**src/verilog/exec_pkg.sv**
```systemverilog
`default_nettype none

package exec_pkg;

	typedef logic [31:0] word_t;	// Data word
	typedef logic [4:0]  cmd_t;	// Operation code, meaning depends on unit
	typedef logic [1:0]  unit_t;	// Unit select, value 3 reserved

	typedef struct packed
	{
		logic sf;	// Sign
		logic of;	// Signed overflow
		logic cf;	// Carry or borrow
		logic pf;	// Bit 0 of result
		logic zf;	// Zero result
	} flags_t;

	localparam unit_t UNIT_LOGIC   = 2'd0;
	localparam unit_t UNIT_SHIFT   = 2'd1;
	localparam unit_t UNIT_ADD     = 2'd2;

	localparam cmd_t LOG_BUF0      = 5'h00;
	localparam cmd_t LOG_BUF1      = 5'h01;
	localparam cmd_t LOG_INV0      = 5'h02;
	localparam cmd_t LOG_INV1      = 5'h03;
	localparam cmd_t LOG_AND       = 5'h04;
	localparam cmd_t LOG_OR        = 5'h05;
	localparam cmd_t LOG_XOR       = 5'h06;
	localparam cmd_t LOG_NAND      = 5'h07;
	localparam cmd_t LOG_NOR       = 5'h08;
	localparam cmd_t LOG_XNOR      = 5'h09;
	localparam cmd_t LOG_SETBIT    = 5'h0A;
	localparam cmd_t LOG_CLRBIT    = 5'h0B;
	localparam cmd_t LOG_BITREV    = 5'h0C;
	localparam cmd_t LOG_BYTEREV   = 5'h0D;
	localparam cmd_t LOG_GETBIT    = 5'h0E;
	localparam cmd_t LOG_BYTEEXT   = 5'h0F;
	localparam cmd_t LOG_SETLOW    = 5'h10;
	localparam cmd_t LOG_SETHIGH   = 5'h11;
	localparam cmd_t LOG_SIMM      = 5'h12;	// Signed immediate load
	localparam cmd_t LOG_UIMM      = 5'h14;	// Unsigned immediate load
	localparam cmd_t LOG_CLRWORD   = 5'h15;
	localparam cmd_t LOG_SETWORD   = 5'h16;

	localparam cmd_t SH_SLL        = 5'd0;
	localparam cmd_t SH_SRL        = 5'd1;
	localparam cmd_t SH_SRA        = 5'd2;
	localparam cmd_t SH_ROL        = 5'd3;
	localparam cmd_t SH_ROR        = 5'd4;

	localparam cmd_t ADD_ADD       = 5'd0;
	localparam cmd_t ADD_SUB       = 5'd1;

endpackage

`default_nettype wire
```
**src/verilog/exec_top.sv**
```systemverilog
`timescale 1ns/1ps
`default_nettype none

module exec_top
	import exec_pkg::*;
(
	input  logic   clock,
	input  logic   rst_n,
	input  logic   in_valid,	// One command per strobe
	input  unit_t  unit,
	input  cmd_t   cmd,
	input  word_t  data0,
	input  word_t  data1,
	output logic   out_valid,
	output word_t  result,
	output flags_t flags
);

	word_t logic_result;
	word_t shift_result;
	word_t add_result;
	logic  shift_cf;
	logic  add_cf;
	logic  add_of;

	// All three units see every command, the stage picks one
	logic_unit i_logic_unit
	(
		.cmd    (cmd),
		.data0  (data0),
		.data1  (data1),
		.result (logic_result)
	);

	shift_unit i_shift_unit
	(
		.cmd    (cmd),
		.data0  (data0),
		.data1  (data1),
		.result (shift_result),
		.cf     (shift_cf)
	);

	adder_unit i_adder_unit
	(
		.cmd    (cmd),
		.data0  (data0),
		.data1  (data1),
		.result (add_result),
		.cf     (add_cf),
		.of     (add_of)
	);

	// Result select, flags and output register
	exec_stage i_exec_stage
	(
		.clock        (clock),
		.rst_n        (rst_n),
		.in_valid     (in_valid),
		.unit         (unit),
		.data0        (data0),
		.logic_result (logic_result),
		.shift_result (shift_result),
		.add_result   (add_result),
		.shift_cf     (shift_cf),
		.add_cf       (add_cf),
		.add_of       (add_of),
		.out_valid    (out_valid),
		.result       (result),
		.flags        (flags)
	);

endmodule

`default_nettype wire

```
**src/verilog/exec_stage.sv**
```systemverilog
`timescale 1ns/1ps
`default_nettype none

module exec_stage
	import exec_pkg::*;
(
	input  logic   clock,
	input  logic   rst_n,
	input  logic   in_valid,
	input  unit_t  unit,
	input  word_t  data0,
	input  word_t  logic_result,
	input  word_t  shift_result,
	input  word_t  add_result,
	input  logic   shift_cf,
	input  logic   add_cf,
	input  logic   add_of,
	output logic   out_valid,
	output word_t  result,
	output flags_t flags
);

	word_t  sel_result;
	logic   sel_cf;
	logic   sel_of;
	flags_t next_flags;

	always_comb
	begin
		case (unit)
			UNIT_LOGIC:
			begin
				sel_result = logic_result;
				sel_cf     = 1'b0;
				sel_of     = 1'b0;
			end
			UNIT_SHIFT:
			begin
				sel_result = shift_result;
				sel_cf     = shift_cf;
				sel_of     = 1'b0;	// Shifts never overflow
			end
			UNIT_ADD:
			begin
				sel_result = add_result;
				sel_cf     = add_cf;
				sel_of     = add_of;
			end
			default:
			begin
				sel_result = data0;	// Reserved unit echoes data0
				sel_cf     = 1'b0;
				sel_of     = 1'b0;
			end
		endcase
	end

	assign next_flags.sf = sel_result[31];
	assign next_flags.of = sel_of;
	assign next_flags.cf = sel_cf;
	assign next_flags.pf = sel_result[0];
	assign next_flags.zf = (sel_result == '0);

	always_ff @(posedge clock)
	begin
		if (!rst_n)
		begin
			out_valid <= 1'b0;
			result    <= '0;
			flags     <= '0;
		end
		else
		begin
			out_valid <= in_valid;	// One cycle pulse per command
			if (in_valid)
			begin
				result <= sel_result;
				flags  <= next_flags;
			end
		end
	end

endmodule

`default_nettype wire

```
**src/verilog/adder_unit.sv**
```systemverilog
`timescale 1ns/1ps
`default_nettype none

module adder_unit
	import exec_pkg::*;
(
	input  cmd_t  cmd,
	input  word_t data0,
	input  word_t data1,
	output word_t result,
	output logic  cf,
	output logic  of
);

	logic        is_sub;
	word_t       operand_b;	// data1 or its complement
	logic [32:0] sum;
	logic        sum_of;

	// Subtract runs as data0 + ~data1 + 1
	assign is_sub    = (cmd == ADD_SUB);
	assign operand_b = is_sub ? ~data1 : data1;
	assign sum       = {1'b0, data0} + {1'b0, operand_b} + {32'h0, is_sub};

	// Same input signs, different result sign
	assign sum_of = (data0[31] == operand_b[31]) && (sum[31] != data0[31]);

	always_comb
	begin
		case (cmd)
			ADD_ADD:
			begin
				result = sum[31:0];
				cf     = sum[32];
				of     = sum_of;
			end
			ADD_SUB:
			begin
				result = sum[31:0];
				cf     = ~sum[32];	// Borrow, data0 below data1 unsigned
				of     = sum_of;
			end
			default:
			begin
				result = data0;
				cf     = 1'b0;
				of     = 1'b0;
			end
		endcase
	end

endmodule

`default_nettype wire

```
**src/verilog/shift_unit.sv**
```systemverilog
`timescale 1ns/1ps
`default_nettype none

module shift_unit
	import exec_pkg::*;
(
	input  cmd_t  cmd,
	input  word_t data0,
	input  word_t data1,
	output word_t result,
	output logic  cf
);

	logic [4:0]  amount;
	logic [32:0] sll_ext;	// Carry bit above the word
	logic [32:0] srl_ext;	// Carry bit below the word
	logic [32:0] sra_ext;
	logic [63:0] rol_dbl;	// Doubled word for rotates
	logic [63:0] ror_dbl;

	assign amount  = data1[4:0];
	assign sll_ext = {1'b0, data0} << amount;
	assign srl_ext = {data0, 1'b0} >> amount;
	assign sra_ext = $signed({data0, 1'b0}) >>> amount;
	assign rol_dbl = {data0, data0} << amount;
	assign ror_dbl = {data0, data0} >> amount;

	always_comb
	begin
		result = data0;
		cf     = 1'b0;
		case (cmd)
			SH_SLL:
			begin
				result = sll_ext[31:0];
				cf     = sll_ext[32];	// Last bit out of bit 31
			end
			SH_SRL:
			begin
				result = srl_ext[32:1];
				cf     = srl_ext[0];
			end
			SH_SRA:
			begin
				result = sra_ext[32:1];
				cf     = sra_ext[0];
			end
			SH_ROL:
			begin
				result = rol_dbl[63:32];
				cf     = (amount != 5'd0) ? rol_dbl[32] : 1'b0;	// Wrapped into bit 0
			end
			SH_ROR:
			begin
				result = ror_dbl[31:0];
				cf     = (amount != 5'd0) ? ror_dbl[31] : 1'b0;	// Wrapped into bit 31
			end
			default:
			begin
				result = data0;
				cf     = 1'b0;
			end
		endcase
	end

endmodule

`default_nettype wire

```
**src/verilog/logic_unit.sv**
```systemverilog
`timescale 1ns/1ps
`default_nettype none

module logic_unit
	import exec_pkg::*;
(
	input  cmd_t  cmd,
	input  word_t data0,
	input  word_t data1,
	output word_t result
);

	word_t bit_rev;	// data0 mirrored, bit 0 to bit 31
	word_t bit_mask;	// One-hot mask from data1[4:0]
	word_t byte_sel;	// Byte lane picked by data1[1:0]

	always_comb
	begin
		for (int i = 0; i < 32; i++)
		begin
			bit_rev[i] = data0[31 - i];
		end
	end

	assign bit_mask = word_t'(1) << data1[4:0];

	always_comb
	begin
		case (data1[1:0])
			2'd0:
			begin
				byte_sel = {24'h0, data0[7:0]};
			end
			2'd1:
			begin
				byte_sel = {24'h0, data0[15:8]};
			end
			2'd2:
			begin
				byte_sel = {24'h0, data0[23:16]};
			end
			default:
			begin
				byte_sel = {24'h0, data0[31:24]};
			end
		endcase
	end

	always_comb
	begin
		case (cmd)
			LOG_BUF0:
				result = data0;
			LOG_BUF1:
				result = data1;
			LOG_INV0:
				result = ~data0;
			LOG_INV1:
				result = ~data1;
			LOG_AND:
				result = data0 & data1;
			LOG_OR:
				result = data0 | data1;
			LOG_XOR:
				result = data0 ^ data1;
			LOG_NAND:
				result = ~(data0 & data1);
			LOG_NOR:
				result = ~(data0 | data1);
			LOG_XNOR:
				result = ~(data0 ^ data1);
			LOG_SETBIT:
				result = data0 | bit_mask;
			LOG_CLRBIT:
				result = data0 & ~bit_mask;
			LOG_BITREV:
				result = bit_rev;
			LOG_BYTEREV:
				result = {data0[7:0], data0[15:8], data0[23:16], data0[31:24]};
			LOG_GETBIT:
				result = {31'h0, data0[data1[4:0]]};	// Selected bit lands in bit 0
			LOG_BYTEEXT:
				result = byte_sel;
			LOG_SETLOW:
				result = {data0[31:16], data1[15:0]};	// Replace low half
			LOG_SETHIGH:
				result = {data1[15:0], data0[15:0]};	// Replace high half
			LOG_SIMM:
				result = {{16{data1[15]}}, data1[15:0]};	// Sign extend
			LOG_UIMM:
				result = {16'h0, data1[15:0]};	// Zero extend
			LOG_CLRWORD:
				result = '0;
			LOG_SETWORD:
				result = '1;
			default:
			begin
				// Code 0x13 and anything above 0x16 fall through unchanged
				result = data0;
			end
		endcase
	end

endmodule

`default_nettype wire

```
**config.mk**
```make
export PLATFORM = sky130hd
export DESIGN_NAME = exec_top
export DESIGN_NICKNAME = d
export VERILOG_FILES = /design/src/verilog/exec_pkg.sv /design/src/verilog/exec_top.sv /design/src/verilog/exec_stage.sv /design/src/verilog/adder_unit.sv /design/src/verilog/shift_unit.sv /design/src/verilog/logic_unit.sv
export SDC_FILE = /design/constraint.sdc
export NUM_CORES = 1
export LEC_CHECK = 0
export BUFFER_PORTS_ARGS = -buffer_cell sky130_fd_sc_hd__buf_2
export CAP_MARGIN = 30
export CORE_MARGIN = 2
export CORE_UTILIZATION = 30
export CTS_CLUSTER_DIAMETER = 40
export DETAILED_ROUTE_END_ITERATION = 16
export GPL_TIMING_DRIVEN = 0
export PLACE_DENSITY = 0.56
export SLEW_MARGIN = 40
export SYNTH_ARGS = -nofsm -noshare
export SYNTH_HDL_FRONTEND = slang
export SYNTH_HIERARCHICAL = 1
export SYNTH_SLANG_ARGS = --single-unit
export TNS_END_PERCENT = 50
```
**constraint.sdc**
```tcl
create_clock -name clock -period 5.8 [get_ports clock]
set_clock_uncertainty 0.05 [all_clocks]
set_input_delay 0.29 -clock clock [delete_from_list [all_inputs] [get_ports clock]]
set_output_delay 0.29 -clock clock [all_outputs]
set_load 0.01 [all_outputs]
```
==> impl_results.md <==
* Status: complete, no violations
* DRC Markers at 0
* Height of the die at 242 um
* Cell type with the highest aggregate area in the netlist: sky130_fd_sc_hd__mux4_2
* Share of power burned in the clock network at 0.104
* Mapped Cells at 2333
* Post-placement worst setup slack at -0.327 ns
* Area inside the core boundary at 0.0561 mm2
* Via count at 22500
* Shortest clock period the worst path allows after layout at 5.57 ns
* Max capacitance violation total at 0
* Avg Vias per Cell at 6.99
* Post-synth EDFFs at 0
* Switching power summed over all nets at 1.40 mW
* H-Tree Level Count at 2
* Cell internal pwr at 1.02 mW
* Fraction of registers with async set or reset after synthesis at 0
* Global Route Usage Sum at 0.409
* Initial Util at 0.302
* Total CTS buffers at 5
* Cell Chain, Critical Path: buf_2, nor4_4, buf_4, nand2_1, clkbuf_2, xnor2_1, ha_1, clkbuf_1, a211oi_1, o21bai_1, nor4_2, o2111ai_2, nand4_2, o31a_1, xor2_1, o21ai_0, a222oi_1, nand2_1, o21ai_0, nand4_1, o31ai_2
* CTS root buffer: sky130_fd_sc_hd__clkbuf_16
* Maximum operating frequency at 0.179 GHz
* Pin count of the biggest net entering global routing at 23
* DIE WIDTH at 242 um
* Final HPWL from detailed placement at 92.8 mm
* Destination of the worst register-to-register timing path: i_exec_stage/result[19]
* FF-to-FF setup slack at 4.95 ns
* Crit Path Max Fanout at 12
* Worst slew slack as a fraction of its limit at 0.351
* Overflow left after global routing at 0
* Proportion of total power due to net switching at 0.580
* Global-route wire length before repair at 171 mm
* Flop and latch count out of synthesis at 36
* Clock tree buffer depth at 2
* Area delta synth->final at 10.5%
* Combinational fraction of design power at 0.783
* Number of placement rows at 87
* Setup repair after global routing missed its margin: false
* Average detailed-routed wire length per instance at 38.9 um
* Startpoint of the most critical register-to-register path: i_exec_stage/result[19]
* Part of the Yosys area used for sequential elements at 0.0426
* Avg Synthesized Cell Area at 7.26 um2
* Initial drt markers at 3398
* Via count of the first global-routing pass at 21400
* Final Hold Vio Count at 0
* Post-synth design cell area at 0.0169 mm2
* Postcts setup bufs at 0
* Biggest area contributors in the synthesized netlist: sky130_fd_sc_hd__mux4_2 10%, sky130_fd_sc_hd__ha_1 7.3%, sky130_fd_sc_hd__mux2i_1 6.9%, sky130_fd_sc_hd__nand2_1 5.7%, sky130_fd_sc_hd__o21ai_0 5.2%
* Ratio of final minimum period to clock period at 0.961
* Wire length after detailed routing at 125 mm
* Tightest Pin Transition at 0.947 ns
* Share of Yosys cell area claimed by the top area cell type at 0.104
* Worst Hold Class: in -> reg
* Cell Count Post-Placement at 3202
* IO Count at 112
* Clock latency reported for the late side of the worst-skew pair at 0.27 ns
* Number of warnings issued by yosys at 6
* Net count of the mapped netlist at 2507
* Final Net Count at 2626
* Slowest stage delay, CP at 0.45 ns
* Critical Path Source Type: input port
* Critical path start-end classification: in -> reg
* Routability cong. at 1.05
* Cell Area, Placed at 0.0185 mm2
* Standby leakage power at 7.29 nW
* CP arrival at 5.72 ns
* Die area at 0.0583 mm2
* Cells on Worst Hold Path at 2
* Layout cells sized above 1 at 0.180
* Depth of the worst register-to-register path at 3
* CTS tree: yes
* Setup crit end kind: flip-flop
* Fin. max-slew vios at 0
* Hold Path Origin: rst_n
* Leading cell types in the layout, fill and taps excluded: 257 x sky130_fd_sc_hd__nand2_1, 182 x sky130_fd_sc_hd__buf_2, 173 x sky130_fd_sc_hd__o21ai_0
* Clock transition at the registers of the reported paths at 0.05 ns
* Most common library cell in the layout ignoring fill and taps: sky130_fd_sc_hd__nand2_1
* Number of nets with antenna violations after routing at 0
* IO buf count at 109
* Critical-path top delay cell: sky130_fd_sc_hd__a222oi_1
* Hold_ws at 0.366 ns
* Setup slack of the critical path after layout at 0.225 ns
* Cell Pwr Density at 130 mW/mm2
* Highest ir drop seen on vdd at 0.000108 V
* Required time worst endpoint at 5.95 ns
* Post-route cell area at 0.0187 mm2
* Antenna violations before repair at 2
* Worst-case hold path end point: i_exec_stage/result[24]
* Endpoints failing setup at 0
* CTS sink count at 36
* Number of optimization iterations in the first detailed-route pass at 10
* Library cells used by synthesis at 108
* Finished Layout Cells at 3210
* Most frequently used flop master after synthesis: sky130_fd_sc_hd__dfxtp_1
* Sequential power share at 0.113
* Util after Layout at 0.334
[registers in the layout, summed over array words and instances, names as in the netlist]
name	cells
i_exec_stage/flags	3
i_exec_stage/out_valid	1
i_exec_stage/result	32
[per-stage QoR]
| stage | setup TNS, ns | power (mW) |
|---|---|---|
| floorplan | 0 | 1.31 |
| global placement | -9.38 | 2.05 |
| detailed placement | -0.459 | 2.05 |
| CTS | 0 | 2.31 |
| global route | 0 | 2.49 |
| finish | 0 | 2.42 |
[worst max path at each step]
stage | startpoint | to | slack [ns] | cells after the start
CTS | cmd[3] | i_exec_stage/flags[0] | 0.09 | 20
global placement | cmd[3] | i_exec_stage/flags[0] | -1.05 | 19
floorplan | cmd[1] | i_exec_stage/flags[0] | 0.94 | 18
detailed placement | cmd[3] | i_exec_stage/flags[0] | -0.33 | 20
finish | cmd[3] | i_exec_stage/flags[0] | 0.23 | 21
global route | cmd[3] | i_exec_stage/flags[0] | 0.0003 | 20
[cell usage after synthesis (37+ instances only)]
cell type,instances
sky130_fd_sc_hd__a21oi_1,157
sky130_fd_sc_hd__buf_2,69
sky130_fd_sc_hd__clkbuf_1,117
sky130_fd_sc_hd__ha_1,99
sky130_fd_sc_hd__inv_1,78
sky130_fd_sc_hd__mux2_2,64
sky130_fd_sc_hd__mux2i_1,117
sky130_fd_sc_hd__mux4_2,78
sky130_fd_sc_hd__nand2_1,257
sky130_fd_sc_hd__nand3_1,68
sky130_fd_sc_hd__nor2_1,166
sky130_fd_sc_hd__nor2b_1,59
sky130_fd_sc_hd__o211ai_1,37
sky130_fd_sc_hd__o21ai_0,175
sky130_fd_sc_hd__o22ai_1,43
sky130_fd_sc_hd__xnor2_1,52
[power groups by stage]
stage | Combinational [mW] | Sequential (mW) | Clock, mW
2_1_floorplan | 1.02 | 0.286 | 0
6_report | 1.90 | 0.274 | 0.253
5_1_grt | 1.94 | 0.276 | 0.270
4_1_cts | 1.78 | 0.274 | 0.257
3_5_place_dp | 1.77 | 0.279 | 0
3_3_place_gp | 1.77 | 0.278 | 0
[routing by layer]
layer | share of wire | routed length (um) | up-vias | GRT usage
met5 | 0.000096 | 12 | - | 0
met4 | 0.10 | 12600 | 2 | 0.327
met3 | 0.11 | 13300 | 550 | 0.0947
met2 | 0.42 | 52300 | 1881 | 0.623
met1 | 0.37 | 46400 | 10800 | 0.496
li1 | - | - | 9189 | -
[timing repair]
item	CTS	global route
pin swaps	0	1
setup endpoints to repair	1	2
hold buffers	0	0
gates resized for setup	1	7
[cell type report]
type | instances | area, um2
Fill cell | 6094 | 37400
Multi-Input combinational cell | 1979 | 14800
Buffer | 234 | 1180
Tap cell | 756 | 946
Sequential cell | 36 | 721
Timing Repair Buffer | 113 | 571
Inverter | 83 | 312
Clock buffer | 6 | 129
Clock inverter | 1 | 5.00
Antenna cell | 2 | 5.00
[kinds of logic after synthesis]
kind of cell             after synthesis  share of synthesized area
flip-flops                            36                     0.0426
multiplexers                         261                      0.217
adder cells (fa/ha/maj)              100                     0.0744
buffers and inverters                318                     0.0877
XOR/XNOR                              65                     0.0336
AO/OA/AOI/OAI                        794                      0.323
AND/OR/NAND/NOR                      759                      0.221
[worst max-delay path: cells and delay by family]
family / cells / cell delay (ns)
compound gates: 8 / 2.21
simple gates: 6 / 1.38
buf+inv: 4 / 1.00
xor+xnor: 2 / 0.51
fa+ha+maj: 1 / 0.29
No activity file was read; power rests on OpenSTA's default activity.
